**src/dmi_pkg.sv**
```systemverilog
package dmi_pkg;

  // ----------------------------------------
  // Widths and sizes
  // ----------------------------------------
  localparam int unsigned DmiAddrWidth = 7;
  localparam int unsigned DmiDataWidth = 32;
  localparam int unsigned DmiFifoDepth = 2;
  localparam int unsigned DmiDelCycles = 16;
  localparam int unsigned NrDataRegs   = 8;

  typedef logic [$clog2(DmiFifoDepth)-1:0]   fifo_ptr_t;
  typedef logic [$clog2(DmiFifoDepth+1)-1:0] fifo_cnt_t;
  typedef logic [$clog2(DmiDelCycles+1)-1:0] del_cnt_t;
  typedef logic [$clog2(NrDataRegs)-1:0]     data_idx_t;

  localparam fifo_ptr_t FifoLastPtr = fifo_ptr_t'(DmiFifoDepth - 1);
  localparam fifo_cnt_t FifoFullCnt = fifo_cnt_t'(DmiFifoDepth);
  localparam del_cnt_t  DelCntInit  = del_cnt_t'(DmiDelCycles);

  // ----------------------------------------
  // Register map
  // ----------------------------------------
  localparam logic [DmiAddrWidth-1:0] DataRegBase   = 7'h04;
  localparam logic [DmiAddrWidth-1:0] DataRegLast   =
      DataRegBase + DmiAddrWidth'(NrDataRegs - 1);
  localparam logic [DmiAddrWidth-1:0] DmControlAddr = 7'h10;

  typedef enum logic [1:0] {
    DTM_NOP   = 2'h0,
    DTM_READ  = 2'h1,
    DTM_WRITE = 2'h2
  } dtm_op_e;

  typedef enum logic [1:0] {
    DMI_SUCCESS = 2'h0,
    DMI_FAILED  = 2'h2
  } dmi_resp_e;

  typedef struct packed {
    logic [DmiAddrWidth-1:0] addr;
    dtm_op_e                 op;
    logic [DmiDataWidth-1:0] data;
  } dmi_req_t;

  typedef struct packed {
    logic [DmiDataWidth-1:0] data;
    dmi_resp_e               resp;
  } dmi_resp_t;

endpackage
```
**src/dmi_harness.sv**
```systemverilog
`timescale 1ns/1ps

module dmi_harness (
  input  logic                             clk_i,
  input  logic                             rst_ni,
  input  logic                             jtag_sel_i,

  input  logic                             jtag_req_valid_i,
  output logic                             jtag_req_ready_o,
  input  logic [dmi_pkg::DmiAddrWidth-1:0] jtag_req_addr_i,
  input  dmi_pkg::dtm_op_e                 jtag_req_op_i,
  input  logic [dmi_pkg::DmiDataWidth-1:0] jtag_req_data_i,
  output logic                             jtag_resp_valid_o,
  input  logic                             jtag_resp_ready_i,
  output logic [dmi_pkg::DmiDataWidth-1:0] jtag_resp_data_o,
  output dmi_pkg::dmi_resp_e               jtag_resp_code_o,

  input  logic                             dtm_req_valid_i,
  output logic                             dtm_req_ready_o,
  input  logic [dmi_pkg::DmiAddrWidth-1:0] dtm_req_addr_i,
  input  dmi_pkg::dtm_op_e                 dtm_req_op_i,
  input  logic [dmi_pkg::DmiDataWidth-1:0] dtm_req_data_i,
  output logic                             dtm_resp_valid_o,
  input  logic                             dtm_resp_ready_i,
  output logic [dmi_pkg::DmiDataWidth-1:0] dtm_resp_data_o,
  output dmi_pkg::dmi_resp_e               dtm_resp_code_o,

  input  logic [31:0]                      jtag_exit_i,
  input  logic [31:0]                      dtm_exit_i,
  output logic [31:0]                      exit_o,

  output logic                             debug_req_o,
  output logic                             ndmreset_o
);
  import dmi_pkg::*;

  logic      mux_req_valid;
  logic      mux_req_ready;
  dmi_req_t  mux_req;
  logic      dm_req_valid;
  logic      dm_req_ready;
  dmi_req_t  dm_req;
  logic      dm_resp_valid;
  logic      dm_resp_ready;
  dmi_resp_t dm_resp;
  logic      mux_resp_valid;
  logic      mux_resp_ready;
  dmi_resp_t mux_resp;

  dmi_source_mux u_source_mux (
    .jtag_sel_i        ( jtag_sel_i        ),
    .jtag_req_valid_i  ( jtag_req_valid_i  ),
    .jtag_req_ready_o  ( jtag_req_ready_o  ),
    .jtag_req_addr_i   ( jtag_req_addr_i   ),
    .jtag_req_op_i     ( jtag_req_op_i     ),
    .jtag_req_data_i   ( jtag_req_data_i   ),
    .jtag_resp_valid_o ( jtag_resp_valid_o ),
    .jtag_resp_ready_i ( jtag_resp_ready_i ),
    .jtag_resp_data_o  ( jtag_resp_data_o  ),
    .jtag_resp_code_o  ( jtag_resp_code_o  ),
    .dtm_req_valid_i   ( dtm_req_valid_i   ),
    .dtm_req_ready_o   ( dtm_req_ready_o   ),
    .dtm_req_addr_i    ( dtm_req_addr_i    ),
    .dtm_req_op_i      ( dtm_req_op_i      ),
    .dtm_req_data_i    ( dtm_req_data_i    ),
    .dtm_resp_valid_o  ( dtm_resp_valid_o  ),
    .dtm_resp_ready_i  ( dtm_resp_ready_i  ),
    .dtm_resp_data_o   ( dtm_resp_data_o   ),
    .dtm_resp_code_o   ( dtm_resp_code_o   ),
    .jtag_exit_i       ( jtag_exit_i       ),
    .dtm_exit_i        ( dtm_exit_i        ),
    .exit_o            ( exit_o            ),
    .req_valid_o       ( mux_req_valid     ),
    .req_ready_i       ( mux_req_ready     ),
    .req_o             ( mux_req           ),
    .resp_valid_i      ( mux_resp_valid    ),
    .resp_ready_o      ( mux_resp_ready    ),
    .resp_i            ( mux_resp          )
  );

  // ----------------------------------------
  // Request and response buffering
  // ----------------------------------------
  dmi_fifo #(
    .payload_t ( dmi_req_t )
  ) u_req_fifo (
    .clk_i       ( clk_i         ),
    .rst_ni      ( rst_ni        ),
    .in_valid_i  ( mux_req_valid ),
    .in_ready_o  ( mux_req_ready ),
    .in_data_i   ( mux_req       ),
    .out_valid_o ( dm_req_valid  ),
    .out_ready_i ( dm_req_ready  ),
    .out_data_o  ( dm_req        )
  );

  dmi_fifo #(
    .payload_t ( dmi_resp_t )
  ) u_resp_fifo (
    .clk_i       ( clk_i          ),
    .rst_ni      ( rst_ni         ),
    .in_valid_i  ( dm_resp_valid  ),
    .in_ready_o  ( dm_resp_ready  ),
    .in_data_i   ( dm_resp        ),
    .out_valid_o ( mux_resp_valid ),
    .out_ready_i ( mux_resp_ready ),
    .out_data_o  ( mux_resp       )
  );

  dm_regs u_dm_regs (
    .clk_i        ( clk_i         ),
    .rst_ni       ( rst_ni        ),
    .req_valid_i  ( dm_req_valid  ),
    .req_ready_o  ( dm_req_ready  ),
    .req_i        ( dm_req        ),
    .resp_valid_o ( dm_resp_valid ),
    .resp_ready_i ( dm_resp_ready ),
    .resp_o       ( dm_resp       ),
    .debug_req_o  ( debug_req_o   ),
    .ndmreset_o   ( ndmreset_o    )
  );

endmodule

```
**src/dm_regs.sv**
```systemverilog
`timescale 1ns/1ps

module dm_regs (
  input  logic               clk_i,
  input  logic               rst_ni,
  input  logic               req_valid_i,
  output logic               req_ready_o,
  input  dmi_pkg::dmi_req_t  req_i,
  output logic               resp_valid_o,
  input  logic               resp_ready_i,
  output dmi_pkg::dmi_resp_t resp_o,
  output logic               debug_req_o,
  output logic               ndmreset_o
);
  import dmi_pkg::*;

  logic [DmiDataWidth-1:0] data_q [NrDataRegs];
  logic                    haltreq_q;
  logic                    ndmreset_q;
  logic                    dmactive_q;
  logic                    resp_valid_q;
  dmi_resp_t               resp_q;
  dmi_resp_t               resp_d;
  logic                    req_fire;
  logic                    data_hit;
  logic                    ctrl_hit;
  data_idx_t               data_idx;
  logic [DmiDataWidth-1:0] dmcontrol;

  // ----------------------------------------
  // Decode
  // ----------------------------------------
  assign data_hit  = (req_i.addr >= DataRegBase) && (req_i.addr <= DataRegLast);
  assign ctrl_hit  = (req_i.addr == DmControlAddr);
  assign data_idx  = data_idx_t'(req_i.addr - DataRegBase);
  assign dmcontrol = {haltreq_q, 29'b0, ndmreset_q, dmactive_q};

  // Output register empty or draining this cycle
  assign req_ready_o = ~resp_valid_q | resp_ready_i;
  assign req_fire    = req_valid_i & req_ready_o;

  always_comb begin
    resp_d.data = '0;
    resp_d.resp = DMI_SUCCESS;
    case (req_i.op)
      DTM_READ: begin
        if (data_hit) begin
          resp_d.data = data_q[data_idx];
        end else if (ctrl_hit) begin
          resp_d.data = dmcontrol;
        end else begin
          resp_d.resp = DMI_FAILED;
        end
      end
      DTM_WRITE: begin
        if (!data_hit && !ctrl_hit) begin
          resp_d.resp = DMI_FAILED;
        end
      end
      default: begin
        // Nop answers with zero data
        resp_d.data = '0;
      end
    endcase
  end

  // ----------------------------------------
  // Registers
  // ----------------------------------------
  always_ff @(posedge clk_i or negedge rst_ni) begin
    if (!rst_ni) begin
      data_q     <= '{default: '0};
      haltreq_q  <= 1'b0;
      ndmreset_q <= 1'b0;
      dmactive_q <= 1'b0;
    end else if (req_fire && (req_i.op == DTM_WRITE)) begin
      if (data_hit) begin
        data_q[data_idx] <= req_i.data;
      end
      if (ctrl_hit) begin
        haltreq_q  <= req_i.data[31];
        ndmreset_q <= req_i.data[1];
        dmactive_q <= req_i.data[0];
      end
    end
  end

  always_ff @(posedge clk_i or negedge rst_ni) begin
    if (!rst_ni) begin
      resp_valid_q <= 1'b0;
      resp_q       <= '0;
    end else if (req_fire) begin
      resp_valid_q <= 1'b1;
      resp_q       <= resp_d;
    end else if (resp_ready_i) begin
      resp_valid_q <= 1'b0;
    end
  end

  assign resp_valid_o = resp_valid_q;
  assign resp_o       = resp_q;
  assign ndmreset_o   = ndmreset_q;

  debug_req_gate u_debug_req_gate (
    .clk_i       ( clk_i       ),
    .rst_ni      ( rst_ni      ),
    .haltreq_i   ( haltreq_q   ),
    .debug_req_o ( debug_req_o )
  );

  // Requesters never issue the reserved op
  a_op_legal: assert property (@(posedge clk_i) disable iff (!rst_ni)
    req_fire |-> req_i.op inside {DTM_NOP, DTM_READ, DTM_WRITE});

endmodule

```
**src/debug_req_gate.sv**
```systemverilog
`timescale 1ns/1ps

module debug_req_gate (
  input  logic clk_i,
  input  logic rst_ni,
  input  logic haltreq_i,
  output logic debug_req_o
);
  import dmi_pkg::*;

  del_cnt_t cnt_q;

  // Hold off halt requests while the core settles after reset
  always_ff @(posedge clk_i or negedge rst_ni) begin
    if (!rst_ni) begin
      cnt_q <= DelCntInit;
    end else if (cnt_q != '0) begin
      cnt_q <= cnt_q - del_cnt_t'(1);
    end
  end

  assign debug_req_o = haltreq_i & (cnt_q == '0);

endmodule

```
**src/dmi_source_mux.sv**
```systemverilog
`timescale 1ns/1ps

module dmi_source_mux (
  input  logic                                jtag_sel_i,

  input  logic                                jtag_req_valid_i,
  output logic                                jtag_req_ready_o,
  input  logic [dmi_pkg::DmiAddrWidth-1:0]    jtag_req_addr_i,
  input  dmi_pkg::dtm_op_e                    jtag_req_op_i,
  input  logic [dmi_pkg::DmiDataWidth-1:0]    jtag_req_data_i,
  output logic                                jtag_resp_valid_o,
  input  logic                                jtag_resp_ready_i,
  output logic [dmi_pkg::DmiDataWidth-1:0]    jtag_resp_data_o,
  output dmi_pkg::dmi_resp_e                  jtag_resp_code_o,

  input  logic                                dtm_req_valid_i,
  output logic                                dtm_req_ready_o,
  input  logic [dmi_pkg::DmiAddrWidth-1:0]    dtm_req_addr_i,
  input  dmi_pkg::dtm_op_e                    dtm_req_op_i,
  input  logic [dmi_pkg::DmiDataWidth-1:0]    dtm_req_data_i,
  output logic                                dtm_resp_valid_o,
  input  logic                                dtm_resp_ready_i,
  output logic [dmi_pkg::DmiDataWidth-1:0]    dtm_resp_data_o,
  output dmi_pkg::dmi_resp_e                  dtm_resp_code_o,

  input  logic [31:0]                         jtag_exit_i,
  input  logic [31:0]                         dtm_exit_i,
  output logic [31:0]                         exit_o,

  output logic                                req_valid_o,
  input  logic                                req_ready_i,
  output dmi_pkg::dmi_req_t                   req_o,
  input  logic                                resp_valid_i,
  output logic                                resp_ready_o,
  input  dmi_pkg::dmi_resp_t                  resp_i
);
  import dmi_pkg::*;

  // ----------------------------------------
  // Request side
  // ----------------------------------------
  assign req_valid_o = jtag_sel_i ? jtag_req_valid_i : dtm_req_valid_i;
  assign req_o.addr  = jtag_sel_i ? jtag_req_addr_i  : dtm_req_addr_i;
  assign req_o.op    = jtag_sel_i ? jtag_req_op_i    : dtm_req_op_i;
  assign req_o.data  = jtag_sel_i ? jtag_req_data_i  : dtm_req_data_i;

  // Unselected side never sees ready
  assign jtag_req_ready_o = jtag_sel_i & req_ready_i;
  assign dtm_req_ready_o  = ~jtag_sel_i & req_ready_i;

  // ----------------------------------------
  // Response side
  // ----------------------------------------
  assign resp_ready_o      = jtag_sel_i ? jtag_resp_ready_i : dtm_resp_ready_i;
  assign jtag_resp_valid_o = jtag_sel_i & resp_valid_i;
  assign dtm_resp_valid_o  = ~jtag_sel_i & resp_valid_i;

  // Payload goes to both, valid marks the owner
  assign jtag_resp_data_o = resp_i.data;
  assign jtag_resp_code_o = resp_i.resp;
  assign dtm_resp_data_o  = resp_i.data;
  assign dtm_resp_code_o  = resp_i.resp;

  assign exit_o = jtag_sel_i ? jtag_exit_i : dtm_exit_i;

endmodule

```
**src/dmi_fifo.sv**
```systemverilog
`timescale 1ns/1ps

module dmi_fifo #(
  parameter type payload_t = logic
) (
  input  logic     clk_i,
  input  logic     rst_ni,
  input  logic     in_valid_i,
  output logic     in_ready_o,
  input  payload_t in_data_i,
  output logic     out_valid_o,
  input  logic     out_ready_i,
  output payload_t out_data_o
);
  import dmi_pkg::*;

  payload_t  mem_q [DmiFifoDepth];
  fifo_ptr_t wr_ptr_q;
  fifo_ptr_t rd_ptr_q;
  fifo_cnt_t count_q;
  logic      push;
  logic      pop;

  assign in_ready_o  = (count_q != FifoFullCnt);
  assign out_valid_o = (count_q != '0);
  assign out_data_o  = mem_q[rd_ptr_q];

  assign push = in_valid_i & in_ready_o;
  assign pop  = out_valid_o & out_ready_i;

  always_ff @(posedge clk_i) begin
    if (push) begin
      mem_q[wr_ptr_q] <= in_data_i;
    end
  end

  always_ff @(posedge clk_i or negedge rst_ni) begin
    if (!rst_ni) begin
      wr_ptr_q <= '0;
      rd_ptr_q <= '0;
      count_q  <= '0;
    end else begin
      if (push) begin
        wr_ptr_q <= (wr_ptr_q == FifoLastPtr) ? '0 : wr_ptr_q + fifo_ptr_t'(1);
      end
      if (pop) begin
        rd_ptr_q <= (rd_ptr_q == FifoLastPtr) ? '0 : rd_ptr_q + fifo_ptr_t'(1);
      end
      // Occupancy only moves when one side transfers alone
      if (push && !pop) begin
        count_q <= count_q + fifo_cnt_t'(1);
      end else if (pop && !push) begin
        count_q <= count_q - fifo_cnt_t'(1);
      end
    end
  end

  a_count_bound: assert property (@(posedge clk_i) disable iff (!rst_ni)
    count_q <= FifoFullCnt);

  // Head entry must not change under back-pressure
  a_out_stable: assert property (@(posedge clk_i) disable iff (!rst_ni)
    out_valid_o && !out_ready_i |=> $stable(out_data_o));

endmodule

```
**config.mk**
```make
export PLATFORM = sky130hd
export DESIGN_NAME = dmi_harness
export DESIGN_NICKNAME = d
export VERILOG_FILES = /design/src/dmi_pkg.sv /design/src/dmi_harness.sv /design/src/dm_regs.sv /design/src/debug_req_gate.sv /design/src/dmi_source_mux.sv /design/src/dmi_fifo.sv
export SDC_FILE = /design/constraint.sdc
export NUM_CORES = 1
export LEC_CHECK = 0
export BUFFER_PORTS_ARGS = -buffer_cell sky130_fd_sc_hd__buf_2
export CORE_ASPECT_RATIO = 1.75
export CORE_MARGIN = 2
export CORE_UTILIZATION = 50
export DETAILED_ROUTE_END_ITERATION = 10
export GPL_TIMING_DRIVEN = 0
export HOLD_SLACK_MARGIN = 0.12
export PLACE_DENSITY = 0.79
export SYNTH_ARGS = -nofsm -noshare
export SYNTH_HDL_FRONTEND = slang
export SYNTH_HIERARCHICAL = 1
export SYNTH_SLANG_ARGS = --single-unit
```
**constraint.sdc**
```tcl
create_clock -name clk_i -period 3.77 [get_ports clk_i]
set_input_delay 0.754 -clock clk_i [delete_from_list [all_inputs] [get_ports clk_i]]
set_output_delay 0.754 -clock clk_i [all_outputs]
set_load 0.005 [all_outputs]
```
==> summary.txt <==
Route
  • Antenna viol nets, final: 0
  • Via Count: 12,117
  • Initial drt markers: 565
  • Routed WL: 45,400 um
  • Residual DRC count: 0
  • Vias per inst: 5.417
  • Post-DR wirelength/cell: 20.30 um
  • Drt pass-1 iters: 5

Logic synthesis
  • Yosys warning count: 6
  • Area contributors post-synth: dfrtp_1 (36%), edfxtp_1 (22%), mux2_2 (20%)
  • Syn avg cell area: 15.52 um2
  • Post-synth ARST share: 67.11%
  • Cell Area, Synth: 20,920 um2
  • Post-synth EDFFs: 150
  • Primary FF master, synth: dfrtp_1
  • Register area share after synthesis: 58.14%
  • Commonest cells post-synth: mux2_2 (375), dfrtp_1 (305), edfxtp_1 (150)
  • Synth Area in Compound Gates: 3.349%
  • Mux contribution to synthesized area: 28.81%
  • Syn Inst Count: 1,348
  • Main combinational cell family by area after synthesis: multiplexers
  • Post-synthesis adder-cell area fraction: 0.3588%
  • Post-synth top area share: 36.48%
  • Cell taking the most area after synthesis: dfrtp_1
  • Syn Nets: 1,507
  • Post-synthesis cell type count: 48
  • Most frequent cell after synthesis: mux2_2
  • Synth Area in Simple Gates: 3.349%
  • Post-Synth XOR/XNOR Area: 0.5024%
  • Yosys reg bits: 456

Finish
  • Antenna Diode Count: 0
  • Nets@finish: 1,811
  • P&R area growth vs syn: 16.42%
  • Utilization after layout: 58.70%
  • Share of post-route cells with drive strength above 1: 54.58%
  • Design area: 24,360 um2
  • # fillers: 3,136

Floorplanning
  • Die height: 274.6 um
  • Full die area: 43,560 um2
  • Initial Utilization: 50.42%
  • I/O Pins: 259
  • Core area: 41,500 um2
  • Row count: 99
  • Die width: 158.6 um

Flow run
  • Max-cap violations: 0

Clock network
  • CTS Sinks: 456
  • Clk Latency, worst-skew pair: 0.54 ns
  • CTS Hold Bufs: 0
  • # resized after CTS: 0
  • CTS Buffer Depth: 3
  • CTS tree: yes
  • Htree depth: 2
  • CTS Root Cell: clkbuf_16
  • CTS Buf Count: 39
  • Clock-pin slew on the worst setup and hold paths: 0.07 ns
  • Post CTS Setup Buffer Count: 0

Setup path
  • Worst flop-to-flop path startpoint: u_req_fifo/rd_ptr_q
  • Crit-path cells: buf_6 > buf_12 > mux2_4 > buf_2 > buf_2 > buf_2 > nand3b_1 > clkbuf_1 > o22ai_1 > o31ai_1
  • Most used cell, CP: buf_2
  • Crit-path leading delay family: buffers and inverters
  • Worst Setup End Kind: register
  • CP Launch Point: u_req_fifo/rd_ptr_q
  • Crit path DAT: 3.86 ns
  • Worst-case reg-to-reg path depth: 10
  • CP bufs+invs: 6
  • Slowest CP cell: clkbuf_1
  • Crit-path max cell delay: 0.64 ns
  • WP data required: 4.20 ns
  • Stages on worst setup path: 10
  • Setup CP Type: register to register
  • CP max FO: 10
  • Reg2Reg Setup Slack: 0.34 ns
  • Critical Path Source Type: register

Global route
  • Total global-route track usage: 21.11%
  • Met1 usage: 24.01%
  • Met2 Use GR: 39.87%
  • Global Route met3 Usage: 1.985%
  • Largest net degree at the start of global routing: 115
  • Gr ovfl total: 0
  • First-pass GRT wire length: 70,210 um
  • Number of global-route vias before repair: 12,918
  • Gr busiest metal: met2
  • Antenna violations before repair: 0

Timing
  • Clock Skew: 0.01865 ns
  • Final hold vios: 0
  • Final slew viol count: 0
  • Sum Neg Setup Slack: 0 ns
  • Period minus WS final: 3.432 ns
  • Min setup slack post-route: 0.3379 ns
  • Setup violators final: 0
  • Final period util: 91.04%
  • Final worst hold slack: 0.1940 ns
  • Worst-Margin Slew: 0.9092 ns
  • Max-slew headroom: 39.39%
  • Fmax: 0.2914 GHz
  • Unrepaired setup endpoints after global routing: false

Place
  • PortBufs: 257
  • Dpl cell area: 23,060 um2
  • Pre-CTS WS: 0.3824 ns
  • HPWL after detailed placement: 32,640 um
  • Gpl congestion: 0.8468

Pwr
  • LEAKAGE: 11.41 nW
  • Peak supply drop: 0.3810 mV
  • Pwr Density: 739.9 nW/um2

Hold path
  • Worst hold path type: input port to asynchronous set/reset pin

Status
  • Status: complete, no violations
## layout make-up
| type | count | area (um2) | share of cell area (%) |
|---|---|---|---|
| clock inverter | 15 | 167.7 | 0.6883 |
| clock buffer | 56 | 1125 | 4.618 |
| timing repair buffer | 263 | 1431 | 5.877 |
| multi-input combinational | 737 | 7630 | 31.32 |
| sequential | 456 | 12160 | 49.94 |
| tap | 555 | 694.4 | 2.851 |
| buffer | 147 | 1116 | 4.582 |
| inverter | 8 | 30.03 | 0.1233 |
## cell usage in the layout (no fill, tap or decap), types with 11 or more instances in the layout
cell / Yosys / layout
mux2_2: 375 / 375
dfrtp_1: 305 / 305
buf_2: 12 / 268
edfxtp_1: 150 / 150
buf_4: 82 / 82
mux2_4: 74 / 74
nand2_1: 65 / 65
clkbuf_16: 0 / 40
clkbuf_1: 24 / 33
mux2i_1: 31 / 31
o31ai_1: 28 / 28
o22ai_1: 27 / 27
o221ai_1: 27 / 27
mux2_1: 18 / 18
buf_6: 17 / 17
buf_12: 7 / 11
## stage by stage
stage | total power [W] | instances
CTS | 0.01820 | 2237
floorplan | 0.01189 | 1348
finish | 0.01802 | 2237
detailed placement | 0.01411 | 2166
global placement | 0.01373 | 2160
global route | 0.01899 | 2237
## flip-flops by register name, indices dropped and copies added, names as in the netlist, 2 cells and up
name and count:
u_resp_fifo/count_q 2, u_dm_regs/resp_o 33, u_dm_regs/u_debug_req_gate/cnt_q 5, u_req_fifo/mem_q 82, u_resp_fifo/mem_q 68, u_req_fifo/count_q 2, u_dm_regs/data_q 256
## power breakdown
part           leakage, nW  total (W)  switching [W]  internal, W
Sequential            5.65    0.00727       0.000599      0.00667
Combinational         5.13    0.00671        0.00330      0.00341
Clock                0.639    0.00405        0.00174      0.00230
## layer usage
layer  vias up  routed length [um]
met5         -                   0
met4         0                1670
met3        93                1744
met2       377               25060
met1      6150               16920
li1       5497                   -
## cell families after synthesis
kind of cell               after synthesis
and+or+nand+nor                        118
DFF                                    456
buffers and inverters                  155
other                                    1
AOI/OAI and AO/OA                       94
xor gates and xnor gates                12
muxes                                  506
adders and majority gates                6
## worst paths after layout
path | end
worst min register to register | u_resp_fifo/mem_q[0][17]
worst max-delay path | u_dm_regs/resp_o[24]
max in group asynchronous | u_dm_regs/data_q[109]
worst max register to register | u_dm_regs/resp_o[24]
worst min-delay path | u_dm_regs/data_q[69]
min in group clk_i | u_resp_fifo/mem_q[0][17]
Power figures use the tool's default switching activity.
